## config.mk

```make
export PLATFORM = sky130hd
export DESIGN_NAME = uart_loopback_top
export DESIGN_NICKNAME = d
export VERILOG_FILES = /design/src/design/uart_pkg.sv /design/src/design/baud_tick_gen.sv /design/src/design/byte_fifo.sv /design/src/design/loopback_tester.sv /design/src/design/uart_loopback_top.sv /design/src/design/uart_rx.sv /design/src/design/uart_tx.sv
export SDC_FILE = /design/constraint.sdc
export NUM_CORES = 1
export LEC_CHECK = 0
export ABC_AREA = 1
export BUFFER_PORTS_ARGS = -buffer_cell sky130_fd_sc_hd__buf_2
export CAP_MARGIN = 25
export CORE_ASPECT_RATIO = 0.75
export CORE_MARGIN = 2
export CORE_UTILIZATION = 40
export DETAILED_ROUTE_END_ITERATION = 6
export GPL_TIMING_DRIVEN = 0
export MAX_ROUTING_LAYER = met4
export SYNTH_ARGS = -nofsm -noshare
export SYNTH_HDL_FRONTEND = slang
export SYNTH_SLANG_ARGS = --single-unit
```

## constraint.sdc

```tcl
create_clock -name clk -period 1.8 [get_ports clk]
set_input_delay 0.09 -clock clk [delete_from_list [all_inputs] [get_ports clk]]
set_output_delay 0.09 -clock clk [all_outputs]
set_load 0.005 [all_outputs]
```

## src/design/uart_pkg.sv

```systemverilog
package uart_pkg;

	//////////////////////////////////////////////////
	// Frame and oversampling
	//////////////////////////////////////////////////
	localparam int DATA_W        = 8;  // Bits per serial byte
	localparam int OVERSAMPLE    = 16; // Ticks per serial bit
	localparam int CLKS_PER_TICK = 4;  // Small divider for fast simulation
	localparam int TICK_CNT_W    = $clog2(CLKS_PER_TICK);
	localparam int OS_CNT_W      = $clog2(OVERSAMPLE);
	localparam int BIT_CNT_W     = $clog2(DATA_W);

	// Terminal counts
	localparam logic [TICK_CNT_W-1:0] TICK_LAST = TICK_CNT_W'(CLKS_PER_TICK - 1);
	localparam logic [OS_CNT_W-1:0]   OS_LAST   = OS_CNT_W'(OVERSAMPLE - 1);
	localparam logic [OS_CNT_W-1:0]   OS_HALF   = OS_CNT_W'(OVERSAMPLE / 2 - 1); // Mid start bit
	localparam logic [BIT_CNT_W-1:0]  BIT_LAST  = BIT_CNT_W'(DATA_W - 1);

	//////////////////////////////////////////////////
	// FIFO geometry
	//////////////////////////////////////////////////
	localparam int FIFO_ADDR_W = 2;
	localparam int FIFO_DEPTH  = 1 << FIFO_ADDR_W; // 4 entries

	//////////////////////////////////////////////////
	// State encodings
	//////////////////////////////////////////////////
	typedef enum logic [2:0] {
		T_IDLE,          // Waiting for test_req
		T_WAIT_TX_SPACE, // tx FIFO full
		T_SEND,          // One write of test_byte
		T_WAIT_RX_DATA,  // Byte still on the wire
		T_RECEIVE,       // Pop and capture
		T_COMPARE,
		T_RESPOND        // Hold ack until req drops
	} tester_state_t;

	typedef enum logic [1:0] {TX_IDLE, TX_START, TX_DATA, TX_STOP} tx_state_t;

	typedef enum logic [1:0] {RX_IDLE, RX_START, RX_DATA, RX_STOP} rx_state_t;

endpackage

```

## src/design/baud_tick_gen.sv

```systemverilog
`timescale 1ns/1ps

module baud_tick_gen
	import uart_pkg::*;
(
	input  logic clk,
	input  logic arst_n,
	output logic tick
);

	logic [TICK_CNT_W-1:0] cnt; // Free running divider

	//////////////////////////////////////////////////
	// Divider
	//////////////////////////////////////////////////
	always_ff @(posedge clk or negedge arst_n)
	begin
		if (!arst_n)
		begin
			cnt <= '0;
		end
		else if (cnt == TICK_LAST)
		begin
			cnt <= '0; // Wrap
		end
		else
		begin
			cnt <= cnt + 1'b1;
		end
	end

	// One cycle pulse at the wrap
	assign tick = (cnt == TICK_LAST);

endmodule

```

## src/design/byte_fifo.sv

```systemverilog
`timescale 1ns/1ps

module byte_fifo
	import uart_pkg::*;
(
	input  logic              clk,
	input  logic              arst_n,
	input  logic [DATA_W-1:0] w_data,
	input  logic              wr,
	input  logic              rd,
	output logic [DATA_W-1:0] r_data,
	output logic              full,
	output logic              empty
);

	logic [DATA_W-1:0]    mem [FIFO_DEPTH]; // Register array
	logic [FIFO_ADDR_W:0] wptr;             // Extra bit tells wrap
	logic [FIFO_ADDR_W:0] rptr;

	//////////////////////////////////////////////////
	// Pointers
	//////////////////////////////////////////////////
	always_ff @(posedge clk or negedge arst_n)
	begin
		if (!arst_n)
		begin
			wptr <= '0;
			rptr <= '0;
		end
		else
		begin
			if (wr)
				wptr <= wptr + 1'b1;
			if (rd)
				rptr <= rptr + 1'b1;
		end
	end

	// Storage
	always_ff @(posedge clk)
	begin
		if (wr)
			mem[wptr[FIFO_ADDR_W-1:0]] <= w_data;
	end

	// Head word always visible
	assign r_data = mem[rptr[FIFO_ADDR_W-1:0]];

	// Flags from pointer compare
	assign empty = (wptr == rptr);
	assign full  = (wptr[FIFO_ADDR_W] != rptr[FIFO_ADDR_W]) &&
		(wptr[FIFO_ADDR_W-1:0] == rptr[FIFO_ADDR_W-1:0]);

	//////////////////////////////////////////////////
	// Protocol checks on both neighbours
	//////////////////////////////////////////////////
	a_no_overflow: assert property (@(posedge clk) disable iff (!arst_n)
		!(wr && full));

	a_no_underflow: assert property (@(posedge clk) disable iff (!arst_n)
		!(rd && empty));

endmodule

```

## src/design/loopback_tester.sv

```systemverilog
`timescale 1ns/1ps

module loopback_tester
	import uart_pkg::*;
(
	input  logic              clk,
	input  logic              arst_n,
	input  logic              test_req,
	input  logic [DATA_W-1:0] test_byte,
	input  logic [DATA_W-1:0] r_data,
	input  logic              rx_empty,
	input  logic              tx_full,
	output logic              test_ack,
	output logic              test_pass,
	output logic [DATA_W-1:0] w_data,
	output logic              wr,
	output logic              rd
);

	tester_state_t     state;
	tester_state_t     next_state;
	logic [DATA_W-1:0] rx_byte; // Byte that came back

	//////////////////////////////////////////////////
	// State register
	//////////////////////////////////////////////////
	always_ff @(posedge clk or negedge arst_n)
	begin
		if (!arst_n)
			state <= T_IDLE;
		else
			state <= next_state;
	end

	// Next state
	always_comb
	begin
		next_state = state;
		case (state)
			T_IDLE:          if (test_req) next_state = T_WAIT_TX_SPACE;
			T_WAIT_TX_SPACE: if (!tx_full) next_state = T_SEND;
			T_SEND:          next_state = T_WAIT_RX_DATA; // Single write
			T_WAIT_RX_DATA:  if (!rx_empty) next_state = T_RECEIVE;
			T_RECEIVE:       next_state = T_COMPARE;
			T_COMPARE:       next_state = T_RESPOND;
			T_RESPOND:       if (!test_req) next_state = T_IDLE;
			default:         next_state = T_IDLE;
		endcase
	end

	// FIFO strobes straight from state
	assign wr     = (state == T_SEND);
	assign rd     = (state == T_RECEIVE);
	assign w_data = test_byte; // Source keeps it stable during req

	// Capture the head word while popping it
	always_ff @(posedge clk)
	begin
		if (state == T_RECEIVE)
			rx_byte <= r_data;
	end

	//////////////////////////////////////////////////
	// Handshake outputs
	//////////////////////////////////////////////////
	always_ff @(posedge clk or negedge arst_n)
	begin
		if (!arst_n)
		begin
			test_ack  <= 1'b0;
			test_pass <= 1'b0;
		end
		else if (state == T_COMPARE)
		begin
			test_ack  <= 1'b1;
			test_pass <= (rx_byte == test_byte); // Result valid with ack
		end
		else if (state == T_RESPOND && !test_req)
		begin
			test_ack  <= 1'b0; // One cycle after req drops
			test_pass <= 1'b0;
		end
	end

	// Ack only answers a live request
	a_ack_needs_req: assert property (@(posedge clk) disable iff (!arst_n)
		$rose(test_ack) |-> test_req);

endmodule

```

## src/design/uart_loopback_top.sv

```systemverilog
`timescale 1ns/1ps

module uart_loopback_top
	import uart_pkg::*;
(
	input  logic              clk,
	input  logic              arst_n,
	input  logic              test_req,
	input  logic [DATA_W-1:0] test_byte,
	input  logic              rx,
	output logic              test_ack,
	output logic              test_pass,
	output logic              tx
);

	logic              tick;

	// Tester to serializer path
	logic [DATA_W-1:0] txf_w_data;
	logic              txf_wr;
	logic              txf_rd;
	logic [DATA_W-1:0] txf_r_data;
	logic              txf_full;
	logic              txf_empty;

	// Deserializer to tester path
	logic [DATA_W-1:0] rxf_w_data;
	logic              rxf_wr;
	logic              rxf_rd;
	logic [DATA_W-1:0] rxf_r_data;
	logic              rxf_full;
	logic              rxf_empty;

	//////////////////////////////////////////////////
	// Shared oversampling tick
	//////////////////////////////////////////////////
	baud_tick_gen u_tick (.clk(clk), .arst_n(arst_n), .tick(tick));

	byte_fifo tx_fifo (
		.clk(clk), .arst_n(arst_n),
		.w_data(txf_w_data), .wr(txf_wr), .rd(txf_rd),
		.r_data(txf_r_data), .full(txf_full), .empty(txf_empty)
	);

	byte_fifo rx_fifo (
		.clk(clk), .arst_n(arst_n),
		.w_data(rxf_w_data), .wr(rxf_wr), .rd(rxf_rd),
		.r_data(rxf_r_data), .full(rxf_full), .empty(rxf_empty)
	);

	uart_tx u_uart_tx (
		.clk(clk), .arst_n(arst_n), .tick(tick),
		.r_data(txf_r_data), .empty(txf_empty), .rd(txf_rd), .tx(tx)
	);

	uart_rx u_uart_rx (
		.clk(clk), .arst_n(arst_n), .tick(tick), .rx(rx),
		.full(rxf_full), .w_data(rxf_w_data), .wr(rxf_wr)
	);

	loopback_tester u_tester (
		.clk(clk), .arst_n(arst_n),
		.test_req(test_req), .test_byte(test_byte),
		.r_data(rxf_r_data), .rx_empty(rxf_empty), .tx_full(txf_full),
		.test_ack(test_ack), .test_pass(test_pass),
		.w_data(txf_w_data), .wr(txf_wr), .rd(rxf_rd)
	);

endmodule

```

## src/design/uart_rx.sv

```systemverilog
`timescale 1ns/1ps

module uart_rx
	import uart_pkg::*;
(
	input  logic              clk,
	input  logic              arst_n,
	input  logic              tick,
	input  logic              rx,
	input  logic              full,
	output logic [DATA_W-1:0] w_data,
	output logic              wr
);

	rx_state_t            state;
	logic                 rx_meta;  // First sync stage
	logic                 rx_sync;  // Safe to use
	logic                 rx_prev;  // For edge detect
	logic [OS_CNT_W-1:0]  tick_cnt;
	logic [BIT_CNT_W-1:0] bit_cnt;
	logic [DATA_W-1:0]    shreg;
	logic                 fall;

	//////////////////////////////////////////////////
	// Input synchronizer
	//////////////////////////////////////////////////
	always_ff @(posedge clk or negedge arst_n)
	begin
		if (!arst_n)
		begin
			rx_meta <= 1'b1;
			rx_sync <= 1'b1;
			rx_prev <= 1'b1;
		end
		else
		begin
			rx_meta <= rx;
			rx_sync <= rx_meta;
			rx_prev <= rx_sync;
		end
	end

	assign fall = rx_prev && !rx_sync;

	//////////////////////////////////////////////////
	// Deserializer FSM
	//////////////////////////////////////////////////
	always_ff @(posedge clk or negedge arst_n)
	begin
		if (!arst_n)
		begin
			state    <= RX_IDLE;
			tick_cnt <= '0;
			bit_cnt  <= '0;
			wr       <= 1'b0;
		end
		else
		begin
			wr <= 1'b0; // Single cycle strobe
			case (state)
				RX_IDLE:
				begin
					if (fall)
					begin
						state    <= RX_START;
						tick_cnt <= '0;
					end
				end
				RX_START:
				begin
					if (tick)
					begin
						tick_cnt <= tick_cnt + 1'b1;
						if (tick_cnt == OS_HALF)
						begin
							tick_cnt <= '0;
							bit_cnt  <= '0;
							// Glitch if line is back high
							state    <= rx_sync ? RX_IDLE : RX_DATA;
						end
					end
				end
				RX_DATA:
				begin
					if (tick)
					begin
						tick_cnt <= tick_cnt + 1'b1;
						if (tick_cnt == OS_LAST)
						begin
							bit_cnt <= bit_cnt + 1'b1;
							if (bit_cnt == BIT_LAST)
								state <= RX_STOP;
						end
					end
				end
				RX_STOP:
				begin
					if (tick)
					begin
						tick_cnt <= tick_cnt + 1'b1;
						if (tick_cnt == OS_LAST)
						begin
							state <= RX_IDLE;
							wr    <= rx_sync && !full; // Low stop or full FIFO drops it
						end
					end
				end
				default: state <= RX_IDLE;
			endcase
		end
	end

	// Mid-bit sample shifts in from the top, LSB arrives first
	always_ff @(posedge clk)
	begin
		if (state == RX_DATA && tick && tick_cnt == OS_LAST)
			shreg <= {rx_sync, shreg[DATA_W-1:1]};
	end

	assign w_data = shreg;

endmodule

```

## src/design/uart_tx.sv

```systemverilog
`timescale 1ns/1ps

module uart_tx
	import uart_pkg::*;
(
	input  logic              clk,
	input  logic              arst_n,
	input  logic              tick,
	input  logic [DATA_W-1:0] r_data,
	input  logic              empty,
	output logic              rd,
	output logic              tx
);

	tx_state_t             state;
	logic [OS_CNT_W-1:0]   tick_cnt; // Ticks within the current bit
	logic [BIT_CNT_W-1:0]  bit_cnt;  // Data bit index
	logic [DATA_W-1:0]     shreg;    // Remaining data bits
	logic                  bit_end;

	assign bit_end = tick && (tick_cnt == OS_LAST);

	// Pop on the tick that starts the frame
	assign rd = (state == TX_IDLE) && tick && !empty;

	//////////////////////////////////////////////////
	// Serializer FSM
	//////////////////////////////////////////////////
	always_ff @(posedge clk or negedge arst_n)
	begin
		if (!arst_n)
		begin
			state    <= TX_IDLE;
			tick_cnt <= '0;
			bit_cnt  <= '0;
			tx       <= 1'b1; // Line idles high
		end
		else
		begin
			if (tick)
				tick_cnt <= tick_cnt + 1'b1; // Wraps at OVERSAMPLE
			case (state)
				TX_IDLE:
				begin
					if (rd)
					begin
						state    <= TX_START;
						tick_cnt <= '0;
						tx       <= 1'b0; // Start bit
					end
				end
				TX_START:
				begin
					if (bit_end)
					begin
						state   <= TX_DATA;
						bit_cnt <= '0;
						tx      <= shreg[0]; // LSB first
					end
				end
				TX_DATA:
				begin
					if (bit_end)
					begin
						if (bit_cnt == BIT_LAST)
						begin
							state <= TX_STOP;
							tx    <= 1'b1; // Stop bit
						end
						else
						begin
							bit_cnt <= bit_cnt + 1'b1;
							tx      <= shreg[1];
						end
					end
				end
				TX_STOP:
				begin
					if (bit_end)
						state <= TX_IDLE; // tx already high
				end
				default: state <= TX_IDLE;
			endcase
		end
	end

	// Shift register, payload only
	always_ff @(posedge clk)
	begin
		if (rd)
			shreg <= r_data;
		else if (state == TX_DATA && bit_end)
			shreg <= shreg >> 1;
	end

	// Line must rest high between frames
	a_idle_high: assert property (@(posedge clk) disable iff (!arst_n)
		(state == TX_IDLE) |-> tx);

endmodule

```

==> summary.md <==
| Metric | Value |
|---|---|
| Outcome | completed |
| Initial drt markers | 234 |
| Commonest cells after routing, fill and taps aside | nand2_1, edfxtp_1, nor2_1 |
| Worst slew pin tran | 0.5129 ns |
| CTS tree | yes |
| Most common cell after layout, fill and taps aside | nand2_1 |
| I/O pins | 15 |
| Cell variety after synth | 31 |
| Crit-path max FO | 8 |
| Routed Antenna Nets | 0 |
| Core area | 0.01384 mm^2 |
| Hold Vio Cnt, Final | 0 |
| Placement Cell Area | 0.006010 mm^2 |
| Final Util | 48.33% |
| Layout cells sized above 1 | 15.73% |
| Layout area overhead | 16.95% |
| Vias | around 3700 |
| Final instance area | about 0.0067 mm^2 |
| Final setup viols | 0 |
| Reg2Reg Depth | 4 |
| DRC violations left | 0 |
| Hold WC Path Type | in -> reg |
| Chip height | 107.6 um |
| Pleak | approximately 2.8 nW |
| HPWL after detailed placement | a little over 7000 um |
| Cells after Synth | roughly 530 |
| Area of the die | 0.01528 mm^2 |
| Largest net degree at the start of global routing | 43 |
| Total iterations of the first detailed-routing run | 4 |
| First-pass GRT wire length | approximately 18000 um |
| Vias per inst | 4.924 |
| Hold Crit Depth | 3 |
| Crit-path slowest cell | nor2_2 |
| Routed WL per cell | 14.11 um |
| Initial antenna violation count | 0 |
| Final hold slack | 0.02480 ns |
| Reg2reg setup slack | 0.10 ns |
| H-tree Lvls | 4 |
| Final setup margin | 0.1018 ns |
| Slew Viols, Final | 0 |
| Worst EP arrival | roughly 1.7 ns |
| Antenna fix cells | 0 |
| Port bufs | 14 |
| Clock skew | roughly 0.0089 ns |
| Maxcap violations | 0 |
| Rows | 37 |
| Relative slew margins | 65.77% |
| Worst setup EP type | flip-flop |
| Placer Congestion | 0.7890 |
| Critical Path, Cell by Cell | buf_2 > inv_1 > nand3_2 > nor2_2 |
| Post-route clock period utilization | 94.35% |
| Cts bufs inserted | 17 |
| Clk slew on worst S/H paths | about 0.060 ns |
| Pwr per Cell Area | 1208 mW/mm^2 |
| Gr usage total | between 10% and 20% |
| Syn nets | 561 |
| Data required time at the worst endpoint | 1.84 ns |
| Die Wd | 142.1 um |
| DP Worst Slack | -0.1504 ns |
| Peak supply drop | 0.0008123 V |
| Mapped cell area | 0.005720 mm^2 |
| Syn avg cell area | 10.83 um^2 |
| Number of global-route vias before repair | 3731 |
| Gr ovfl total | 0 |
| Crit path launch type | flip-flop |
| Root Driver | clkbuf_16 |
| Buffer depth of the longest clock path | 2 |
| Critical path type | reg -> reg |
| Final WL | roughly 11000 um |
| Warnings, synthesis | 0 |
| Register bit total from synthesis | 130 |
| Largest stage delay, worst path | ~0.48 ns |
| # clock sinks | 130 |
| Initial Util | approximately two fifths |
| Fin crit period | about 1.7 ns |
| Worst skew pair latency | 0.41 ns |
| Sequential share of the synthesized area | 64.65% |
| RSZ-0062 raised after global routing | true |
| Final #Nets | around 600 |
| Fmax | just under 600 MHz |
[metrics by stage]
step                instances   TNS, ns  total power, W
floorplan                 528         0        0.004635
global placement          717    -1.716        0.004947
detailed placement        717    -3.363        0.005009
CTS                       759         0        0.008135
global route              760  -0.04427        0.008490
finish                    760         0        0.008084
[flip-flops by register name, indices dropped and copies added, names as in the netlist, 3 cells and up, named ones only]
name / flops
u_uart_rx.w_data: 8
u_uart_tx.bit_cnt: 3
rx_fifo.mem: 32
u_tester.state: 3
tx_fifo.mem: 32
u_uart_rx.tick_cnt: 4
tx_fifo.wptr: 3
u_uart_tx.tick_cnt: 4
u_uart_rx.bit_cnt: 3
u_uart_tx.shreg: 8
rx_fifo.rptr: 3
u_tester.rx_byte: 8
rx_fifo.wptr: 3
tx_fifo.rptr: 3
[metal layers]
| layer | share of wire (%) | wire, um | GRT usage, % | vias to the layer above |
|---|---|---|---|---|
| met3 | 3.2 | 340 | 3.425 | 13 |
| met4 | 1.4 | 152 | 6.571 | 0 |
| met1 | 49 | 5288 | 20.31 | 1809 |
| li1 | - | - | - | 1858 |
| met2 | 46 | 4946 | 24.71 | 62 |
| met5 | 0 | 0 | - | - |
[final cells by class]
cell class / count / area (um^2)
fill: 1235 / 7152
sequential: 130 / 3699
multi-input combinational: 324 / 1718
clock buffer: 18 / 429.2
inverter: 60 / 235.2
tap: 175 / 219.0
timing repair buffer: 25 / 190.2
clock inverter: 14 / 105.1
buffer: 14 / 95.09
[final timing paths]
path / from / to
setup / recovery: u_tester.state[2]$_DFFE_PN0P_ / tx_fifo.mem[0][6]$_DFFE_PP_
hold / removal: test_req / u_tester.state[2]$_DFFE_PN0P_
setup reg to reg: u_tester.state[2]$_DFFE_PN0P_ / tx_fifo.mem[0][6]$_DFFE_PP_
min in group asynchronous: arst_n / u_uart_tx.state[1]$_DFFE_PN0P_
max in group asynchronous: arst_n / u_uart_rx.rx_meta$_DFF_PN1_
hold reg to reg: u_uart_rx.rx_meta$_DFF_PN1_ / u_uart_rx.rx_sync$_DFF_PN1_
[where the power goes]
group	total [W]	internal, W	leakage (nW)	switching (W)
registers	0.00365	0.00350	1.31	0.000155
logic	0.00135	0.000444	1.23	0.000904
clock network	0.00308	0.00177	0.249	0.00131
[critical path, delay by kind of cell (launching register included)]
family	cells	cell delay [ns]
buffers and inverters	2	0.27
DFF	1	0.35
and+or+nand+nor	2	0.70
[cell families (layout without fill, tap and decap cells)]
group	Yosys count	after routing	synth area share, %
DFF	130	130	64.65
xor gates and xnor gates	14	14	2.144
AOI/OAI and AO/OA	75	75	7.305
and+or+nand+nor	214	214	15.53
buffers and inverters	74	131	5.774
adders and majority gates	21	21	4.593
[cell usage after synthesis]
library cell | instances | area share (%)
nor3_1 | 2 | 0.17
nand4_1 | 7 | 0.77
buf_2 | 6 | 0.52
xor2_1 | 9 | 1.4
nand2_4 | 1 | 0.20
dfrtp_1 | 38 | 17
inv_1 | 52 | 3.4
nor2_2 | 4 | 0.44
inv_6 | 2 | 0.31
a21oi_1 | 5 | 0.44
ha_1 | 21 | 4.6
nand2_1 | 119 | 7.8
nor4_1 | 1 | 0.11
inv_2 | 6 | 0.39
o21ai_2 | 4 | 0.61
clkbuf_1 | 2 | 0.13
edfxtp_1 | 88 | 46
buf_6 | 4 | 0.79
a21oi_2 | 2 | 0.31
o21ai_1 | 3 | 0.26
clkbuf_2 | 1 | 0.087
o22ai_1 | 16 | 1.7
o21ai_0 | 45 | 3.9
nand3_1 | 13 | 1.1
buf_4 | 1 | 0.13
nand3_2 | 3 | 0.52
dfstp_2 | 4 | 1.8
xnor2_1 | 5 | 0.77
nor2_1 | 60 | 3.9
and2_1 | 1 | 0.11
or2_2 | 3 | 0.33
[repair_timing]
item | CTS | global route
buffers inserted | 0 | 0
hold buffers | 10 | 0
resized for setup | 5 | 2
setup endpoints to repair | 33 | 16
endpoints found under the hold margin | 71 | 0
Note: power is estimated with default switching activity, not from simulation.
